--- src/verilog/stopwatch_pkg.sv ---
`default_nettype none

package stopwatch_pkg;

    //////////////////////////////////////////////////////////////////////
    // Timing
    //////////////////////////////////////////////////////////////////////

    // Enabled clock cycles per displayed second
    localparam int TICK_CYCLES = 10;
    localparam int TICK_W = $clog2(TICK_CYCLES);

    // Page select
    localparam int PAGE_W = 4;
    localparam logic [PAGE_W-1:0] STOPWATCH_PAGE = 4'd5;

    // Count saturates at LIMIT_MINUTES:00
    localparam logic [3:0] LIMIT_MINUTES = 4'd4;

    //////////////////////////////////////////////////////////////////////
    // Types
    //////////////////////////////////////////////////////////////////////

    typedef struct packed {
        logic [3:0] minutes;
        logic [2:0] tens;
        logic [3:0] ones;
    } elapsed_t;

    typedef enum logic [1:0] {
        CLEARED,
        RUNNING,
        PAUSED,
        AT_LIMIT
    } run_state_t;

endpackage

`default_nettype wire

--- src/verilog/display_pkg.sv ---
`default_nettype none

package display_pkg;

    localparam int COORD_W = 7;

    typedef struct packed {
        logic [COORD_W-1:0] x;
        logic [COORD_W-1:0] y;
    } pixel_t;

    typedef logic [15:0] rgb565_t;

    //////////////////////////////////////////////////////////////////////
    // Glyph geometry
    //////////////////////////////////////////////////////////////////////

    localparam int GLYPH_SCALE = 2;
    localparam int GLYPH_COLS = 5;
    localparam int GLYPH_ROWS = 7;
    localparam int GLYPH_W = GLYPH_COLS * GLYPH_SCALE;
    localparam int GLYPH_H = GLYPH_ROWS * GLYPH_SCALE;

    localparam logic [COORD_W-1:0] GLYPH_TOP = 7'd24;
    localparam logic [COORD_W-1:0] MIN_X = 7'd30;
    localparam logic [COORD_W-1:0] TENS_X = 7'd48;
    localparam logic [COORD_W-1:0] ONES_X = 7'd62;

    // Colon dots are GLYPH_SCALE square, starting at these rows
    localparam logic [COORD_W-1:0] COLON_X0 = 7'd43;
    localparam logic [COORD_W-1:0] COLON_ROWS [2] = '{7'd27, 7'd33};

    // Row 0 at top, bit 4 is the leftmost column
    localparam logic [GLYPH_COLS-1:0] FONT_5X7 [10][GLYPH_ROWS] = '{
        '{5'b01110, 5'b10001, 5'b10001, 5'b10001, 5'b10001, 5'b10001, 5'b01110},
        '{5'b00100, 5'b11100, 5'b00100, 5'b00100, 5'b00100, 5'b00100, 5'b11111},
        '{5'b01110, 5'b10001, 5'b00010, 5'b00100, 5'b01000, 5'b10000, 5'b11111},
        '{5'b01110, 5'b10001, 5'b00001, 5'b00110, 5'b00001, 5'b10001, 5'b01110},
        '{5'b10000, 5'b10010, 5'b10010, 5'b10010, 5'b11111, 5'b00010, 5'b00010},
        '{5'b11111, 5'b10000, 5'b10000, 5'b11110, 5'b00001, 5'b00001, 5'b11110},
        '{5'b01111, 5'b10000, 5'b10000, 5'b11110, 5'b10001, 5'b10001, 5'b01110},
        '{5'b11111, 5'b00001, 5'b00010, 5'b00100, 5'b00100, 5'b00100, 5'b00100},
        '{5'b01110, 5'b10001, 5'b10001, 5'b01110, 5'b10001, 5'b10001, 5'b01110},
        '{5'b01110, 5'b10001, 5'b10001, 5'b01110, 5'b00001, 5'b00001, 5'b01110}
    };

    //////////////////////////////////////////////////////////////////////
    // Colour themes
    //////////////////////////////////////////////////////////////////////

    typedef enum logic [1:0] {
        MONO,
        RED_ON_YELLOW,
        BLUE_ON_GREEN,
        BLACK_ON_MAGENTA
    } theme_t;

    // Indexed by theme_t
    localparam rgb565_t THEME_FG [4] = '{16'hFFFF, 16'hF800, 16'h001F, 16'h0000};
    localparam rgb565_t THEME_BG [4] = '{16'h0000, 16'hFFE0, 16'h07E0, 16'hF81F};

endpackage

`default_nettype wire

--- src/verilog/second_prescaler.sv ---
`timescale 1ns/1ps
`default_nettype none

module second_prescaler import stopwatch_pkg::*; (
    input  logic CLOCK,
    input  logic rst_n,
    input  logic count_en,
    input  logic clear_time,
    output logic sec_tick
);

    logic [TICK_W-1:0] count;

    // Count holds while disabled so a paused second is not lost
    always_ff @(posedge CLOCK or negedge rst_n) begin
        if (!rst_n) begin
            count    <= '0;
            sec_tick <= 1'b0;
        end else if (clear_time) begin
            count    <= '0;
            sec_tick <= 1'b0;
        end else if (count_en && count == TICK_W'(TICK_CYCLES - 1)) begin
            count    <= '0;
            sec_tick <= 1'b1;
        end else begin
            if (count_en)
                count <= count + 1'b1;
            sec_tick <= 1'b0;
        end
    end

    a_tick_single : assert property (
        @(posedge CLOCK) disable iff (!rst_n) sec_tick |=> !sec_tick
    );

endmodule

`default_nettype wire

--- src/verilog/run_control.sv ---
`timescale 1ns/1ps
`default_nettype none

module run_control import stopwatch_pkg::*; (
    input  logic              CLOCK,
    input  logic              rst_n,
    input  logic              run,
    input  logic              clear,
    input  logic [PAGE_W-1:0] page,
    input  logic              at_limit,
    output logic              count_en,
    output logic              clear_time
);

    run_state_t state;
    run_state_t next_state;
    logic       page_hit;

    // Switches only act on the stopwatch page
    assign page_hit = (page == STOPWATCH_PAGE);

    always_comb begin
        next_state = state;
        if (page_hit && clear) begin
            next_state = CLEARED;
        end else begin
            case (state)
                CLEARED, PAUSED: begin
                    if (page_hit && run)
                        next_state = RUNNING;
                end
                RUNNING: begin
                    if (at_limit)
                        next_state = AT_LIMIT;
                    else if (page_hit && !run)
                        next_state = PAUSED;
                end
                // Only clear leaves
                AT_LIMIT: next_state = AT_LIMIT;
                default:  next_state = CLEARED;
            endcase
        end
    end

    always_ff @(posedge CLOCK or negedge rst_n) begin
        if (!rst_n) begin
            state      <= CLEARED;
            count_en   <= 1'b0;
            clear_time <= 1'b0;
        end else begin
            state      <= next_state;
            count_en   <= (next_state == RUNNING);
            clear_time <= page_hit && clear;
        end
    end

    // Counting stops one cycle after the limit is seen
    a_no_count_at_limit : assert property (
        @(posedge CLOCK) disable iff (!rst_n) at_limit && count_en |=> !count_en
    );

    a_clear_blocks_count : assert property (
        @(posedge CLOCK) disable iff (!rst_n) !(count_en && clear_time)
    );

endmodule

`default_nettype wire

--- src/verilog/elapsed_counter.sv ---
`timescale 1ns/1ps
`default_nettype none

module elapsed_counter import stopwatch_pkg::*; (
    input  logic     CLOCK,
    input  logic     rst_n,
    input  logic     sec_tick,
    input  logic     clear_time,
    output elapsed_t elapsed,
    output logic     at_limit
);

    //////////////////////////////////////////////////////////////////////
    // Saturation
    //////////////////////////////////////////////////////////////////////

    assign at_limit = (elapsed.minutes == LIMIT_MINUTES) &&
                      (elapsed.tens == 3'd0) &&
                      (elapsed.ones == 4'd0);

    //////////////////////////////////////////////////////////////////////
    // BCD-style digit chain
    //////////////////////////////////////////////////////////////////////

    always_ff @(posedge CLOCK or negedge rst_n) begin
        if (!rst_n) begin
            elapsed <= '0;
        end else if (clear_time) begin
            elapsed <= '0;
        end else if (sec_tick && !at_limit) begin
            if (elapsed.ones == 4'd9) begin
                elapsed.ones <= 4'd0;
                // Carry out of the tens digit at 59 seconds
                if (elapsed.tens == 3'd5) begin
                    elapsed.tens    <= 3'd0;
                    elapsed.minutes <= elapsed.minutes + 4'd1;
                end else begin
                    elapsed.tens <= elapsed.tens + 3'd1;
                end
            end else begin
                elapsed.ones <= elapsed.ones + 4'd1;
            end
        end
    end

    a_digits_in_range : assert property (
        @(posedge CLOCK) disable iff (!rst_n)
            elapsed.tens <= 3'd5 && elapsed.ones <= 4'd9
    );

endmodule

`default_nettype wire

--- src/verilog/time_renderer.sv ---
`timescale 1ns/1ps
`default_nettype none

module time_renderer import stopwatch_pkg::*, display_pkg::*; (
    input  logic     CLOCK,
    input  logic     rst_n,
    input  pixel_t   pixel,
    input  elapsed_t elapsed,
    input  logic [2:0] theme_sw,
    output rgb565_t  oled_data
);

    logic [3:0]            digit;
    logic [COORD_W-1:0]    dx;
    logic [COORD_W-1:0]    dy;
    logic [2:0]            col_idx;
    logic [2:0]            row_idx;
    logic                  in_cell;
    logic                  in_rows;
    logic [GLYPH_COLS-1:0] glyph_row;
    logic                  colon_on;
    logic                  pixel_on;
    theme_t                theme;

    function automatic logic in_band(
        input logic [COORD_W-1:0] coord,
        input logic [COORD_W-1:0] start,
        input int                 len
    );
        return (coord >= start) && (int'(coord) < int'(start) + len);
    endfunction

    //////////////////////////////////////////////////////////////////////
    // Digit cell lookup
    //////////////////////////////////////////////////////////////////////

    always_comb begin
        digit   = 4'd0;
        dx      = '0;
        in_cell = 1'b1;
        if (in_band(pixel.x, MIN_X, GLYPH_W)) begin
            digit = elapsed.minutes;
            dx    = pixel.x - MIN_X;
        end else if (in_band(pixel.x, TENS_X, GLYPH_W)) begin
            digit = {1'b0, elapsed.tens};
            dx    = pixel.x - TENS_X;
        end else if (in_band(pixel.x, ONES_X, GLYPH_W)) begin
            digit = elapsed.ones;
            dx    = pixel.x - ONES_X;
        end else begin
            in_cell = 1'b0;
        end
    end

    assign dy      = pixel.y - GLYPH_TOP;
    assign in_rows = in_band(pixel.y, GLYPH_TOP, GLYPH_H);

    // Font is drawn scaled, so each font cell covers a square of pixels
    assign col_idx = 3'(dx / GLYPH_SCALE);
    assign row_idx = 3'(dy / GLYPH_SCALE);

    always_comb begin
        glyph_row = '0;
        if (in_cell && in_rows)
            glyph_row = FONT_5X7[digit][row_idx];
    end

    assign colon_on = in_band(pixel.x, COLON_X0, GLYPH_SCALE) &&
                      (in_band(pixel.y, COLON_ROWS[0], GLYPH_SCALE) ||
                       in_band(pixel.y, COLON_ROWS[1], GLYPH_SCALE));

    assign pixel_on = glyph_row[GLYPH_COLS - 1 - col_idx] || colon_on;

    //////////////////////////////////////////////////////////////////////
    // Theme and output register
    //////////////////////////////////////////////////////////////////////

    // Lowest switch wins
    always_comb begin
        if (theme_sw[0])
            theme = RED_ON_YELLOW;
        else if (theme_sw[1])
            theme = BLUE_ON_GREEN;
        else if (theme_sw[2])
            theme = BLACK_ON_MAGENTA;
        else
            theme = MONO;
    end

    always_ff @(posedge CLOCK or negedge rst_n) begin
        if (!rst_n)
            oled_data <= '0;
        else
            oled_data <= pixel_on ? THEME_FG[theme] : THEME_BG[theme];
    end

endmodule

`default_nettype wire

--- src/verilog/stopwatch_top.sv ---
`timescale 1ns/1ps
`default_nettype none

module stopwatch_top import stopwatch_pkg::*, display_pkg::*; (
    input  logic              CLOCK,
    input  logic              rst_n,
    input  logic              run,
    input  logic              clear,
    input  logic [PAGE_W-1:0] page,
    input  logic [2:0]        theme_sw,
    input  pixel_t            pixel,
    output rgb565_t           oled_data,
    output elapsed_t          elapsed
);

    logic count_en;
    logic clear_time;
    logic sec_tick;
    logic at_limit;

    run_control u_run_control (
        .CLOCK      (CLOCK),
        .rst_n      (rst_n),
        .run        (run),
        .clear      (clear),
        .page       (page),
        .at_limit   (at_limit),
        .count_en   (count_en),
        .clear_time (clear_time)
    );

    second_prescaler u_second_prescaler (
        .CLOCK      (CLOCK),
        .rst_n      (rst_n),
        .count_en   (count_en),
        .clear_time (clear_time),
        .sec_tick   (sec_tick)
    );

    elapsed_counter u_elapsed_counter (
        .CLOCK      (CLOCK),
        .rst_n      (rst_n),
        .sec_tick   (sec_tick),
        .clear_time (clear_time),
        .elapsed    (elapsed),
        .at_limit   (at_limit)
    );

    time_renderer u_time_renderer (
        .CLOCK      (CLOCK),
        .rst_n      (rst_n),
        .pixel      (pixel),
        .elapsed    (elapsed),
        .theme_sw   (theme_sw),
        .oled_data  (oled_data)
    );

endmodule

`default_nettype wire

--- config.mk ---
export PLATFORM = sky130hd
export DESIGN_NAME = stopwatch_top
export DESIGN_NICKNAME = d
export VERILOG_FILES = /design/src/verilog/stopwatch_pkg.sv /design/src/verilog/display_pkg.sv /design/src/verilog/second_prescaler.sv /design/src/verilog/run_control.sv /design/src/verilog/elapsed_counter.sv /design/src/verilog/time_renderer.sv /design/src/verilog/stopwatch_top.sv
export SDC_FILE = /design/constraint.sdc
export NUM_CORES = 1
export LEC_CHECK = 0
export BUFFER_PORTS_ARGS = -buffer_cell sky130_fd_sc_hd__buf_2
export CAP_MARGIN = 10
export CORE_MARGIN = 4
export CORE_UTILIZATION = 62
export CTS_BUF_LIST = sky130_fd_sc_hd__clkbuf_4 sky130_fd_sc_hd__clkbuf_8
export CTS_CLUSTER_DIAMETER = 150
export DETAILED_ROUTE_END_ITERATION = 8
export PLACE_DENSITY = 0.94
export SYNTH_ARGS = -nofsm -noshare
export SYNTH_HDL_FRONTEND = slang
export SYNTH_SLANG_ARGS = --single-unit
--- constraint.sdc ---
create_clock -name CLOCK -period 7.6 [get_ports CLOCK]
set_input_delay 0.38 -clock CLOCK [delete_from_list [all_inputs] [get_ports CLOCK]]
set_output_delay 0.38 -clock CLOCK [all_outputs]
set_load 0.005 [all_outputs]
==> metrics.yaml <==
ys.warnings.count: 0
antenna_found_initial: 0
yosys-top-cells-area: "dfrtp_1, ha_1, a21oi_1"
setup_viol: 0
via_per_inst: 6.52
io_buffers: 51
synth_edf_count: 0
firstDrtPassIters: 7
synth_cell_types: 69
gr-usage-met3_pct: 2.07
start_util_pct: 64.7
crit_arrival_ns: 4.09
hold_viol: 0
ir_worst_vdd_uv: 154
initialDrtViolationCount: 506
antenna_cells: 0
drt-total-wl_mm: 6.54
fmaxAchievable_mhz: 254
fin_hold_ws_ns: 0.0763
drive_above_1_share_pct: 19.7
grt_overflow: 0
syn_inst: 334
ys_ff_latch: 23
power.leakage_nw: 1.27
wl_per_cell_um: 16.0
powerDensity_nw_per_um2: 137
rsz0062_at_grt: "false"
remaining_drc_errors: 0
gr-usage-met1_pct: 32.9
die_area_um2: 5300
start_kind: "input pin"
cts-hold-fix-buffers: 0
grt_pass1_wl_mm: 10.7
final_util_pct: 69.9
grtUsageMet2_pct: 41.6
fin_skew_ns: 0.00330
cts_tree: "yes"
die_height_um: 72.8
io_pins: 52
power_uw: 387
pre_cts_ws_ns: 3.48
grt-busiest-layer: "met2"
drtAntennaViolNets: 0
cts_resized: 0
rows: 23
dp_hpwl_mm: 4.82
fin_nets: 407
vias: 2675
worst_pin_slew_ns: 1.04
ys_top_cells_by_count: "nor2_1, a21oi_1, inv_1, dfrtp_1, ha_1"
cts.sinks: 23
synthMuxAreaShare_pct: 3.31
seq_area_frac_synth_pct: 22.1
synth_area_leader_cell: "dfrtp_1"
syn_nets: 380
fp.dieW_um: 72.8
htree_num_levels: 1
n_fill_cell: 321
critPathMaxFanout: 11
yosysMostFrequentCell: "nor2_1"
tns_ns: 0
synth_ff_type: "dfrtp_1"
cap_violations: 0
finalCriticalPeriod_ns: 3.94
area_delta_synth_final_pct: 8.02
cts-root-buf: "clkbuf_8"
cts_buffers: 3
clockBufferDepth: 2
layout_setup_ws_ns: 3.66
worstSetupPathType: "input pin to register"
status: "complete, no violations"
synth_simple_gate_area_share_pct: 25.3
synth.avg_cell_area_um2: 7.80
cts_setup_buffers: 0
cp.required_ns: 7.75
slew_violations: 0
synth_compound_area_share_pct: 27.9
cts.clk_slew.worst_paths_ns: 0.08
core_um2: 4030
synth_xor_area_share_pct: 1.34
grt_max_degree: 24
syn_area_um2: 2610
finalCritPeriodShare_pct: 51.9
synth_top_area_share_pct: 22.1
grt_pass1_vias: 2366
synth_top_family_by_area: "compound AO/OA/AOI/OAI gates"
yosys.area_share.adder_pct: 10.1
slew_headroom_pct: 30.2
cp-end-kind: "register"
async_flop_share_pct: 100
gp_congestion: 0.959
clk_latency_ns: 0.26
hp-class: "input pin to asynchronous set/reset pin"
track_usage_pct: 24.8
r2r_setup_slack_ns: 4.17
-- cells in the final DEF, fill, tap and decap left out, types with 6 or more instances in the layout --
cell	instances
nand4_1	8
a21oi_1	27
nor2_1	34
o21ai_0	20
inv_1	24
nand2_1	20
nand3_1	7
ha_1	21
nand3b_1	7
dfrtp_1	23
nor3_1	7
buf_2	51
a211oi_1	6
-- flip-flops by register name (all words and copies together), names as in the netlist --
name,cells
u_elapsed_counter.elapsed,11
u_time_renderer.oled_data,3
u_run_control.clear_time,1
u_second_prescaler.count,4
u_run_control.state,2
u_second_prescaler.sec_tick,1
u_run_control.count_en,1
-- per-stage QoR --
step / area [µm²] / std cells
after detailed placement: 2770 / 406
after global routing: 2820 / 410
final: 2820 / 410
after CTS: 2820 / 410
after global placement: 2770 / 406
after floorplan: 2610 / 334
-- metal layers --
metal	share of wire, %	wire length [µm]
met5	0	0
met4	2.3	151
met3	7.3	479
met2	50	3250
met1	41	2660
-- power breakdown --
group,internal [mW],switching (mW),leakage [nW]
combinational,0.0625,0.0817,0.935
sequential,0.141,0.0276,0.304
clock,0.0366,0.0376,0.0255
total,0.240,0.147,1.27
-- worst max-delay path, stage by stage --
cell and delay [ns]:
buf_2 0.14, ha_1 0.41, inv_1 0.14, a211o_1 0.32
o2111ai_1 0.52, inv_1 0.18, ha_1 0.46, a41oi_1 0.24
nor2_1 0.08, a221oi_1 0.30, a311oi_1 0.09, o31ai_2 0.44
mux2_1 0.38
-- cell type report --
class / instances / area [µm²] / area share, %
Multi-Input combinational cell: 256 / 1770 / 62.9
Sequential cell: 23 / 576 / 20.4
Timing Repair Buffer: 53 / 270 / 9.60
Inverter: 24 / 90.1 / 3.20
Tap cell: 50 / 62.6 / 2.22
Clock buffer: 3 / 41.3 / 1.47
Clock inverter: 1 / 5.00 / 0.178
-- kinds of logic after synthesis --
logic type / Yosys count
buffers and inverters: 55
AO/OA/AOI/OAI: 104
AND/OR/NAND/NOR: 119
flip-flops: 23
multiplexers: 8
XOR/XNOR: 4
adder cells (fa/ha/maj): 21
-- worst paths after layout --
path	startpoint	to	depth (start not counted)
min reg2reg	u_second_prescaler.count[2]	u_second_prescaler.sec_tick	1
max	pixel[8]	u_time_renderer.oled_data[10]	13
min	rst_n	u_second_prescaler.count[1]	1
max in group asynchronous	rst_n	u_elapsed_counter.elapsed[0]	1
min in group CLOCK	run	u_run_control.state[1]	2
max reg2reg	u_elapsed_counter.elapsed[0]	u_time_renderer.oled_data[10]	11
Power figures use the tool's default switching activity.
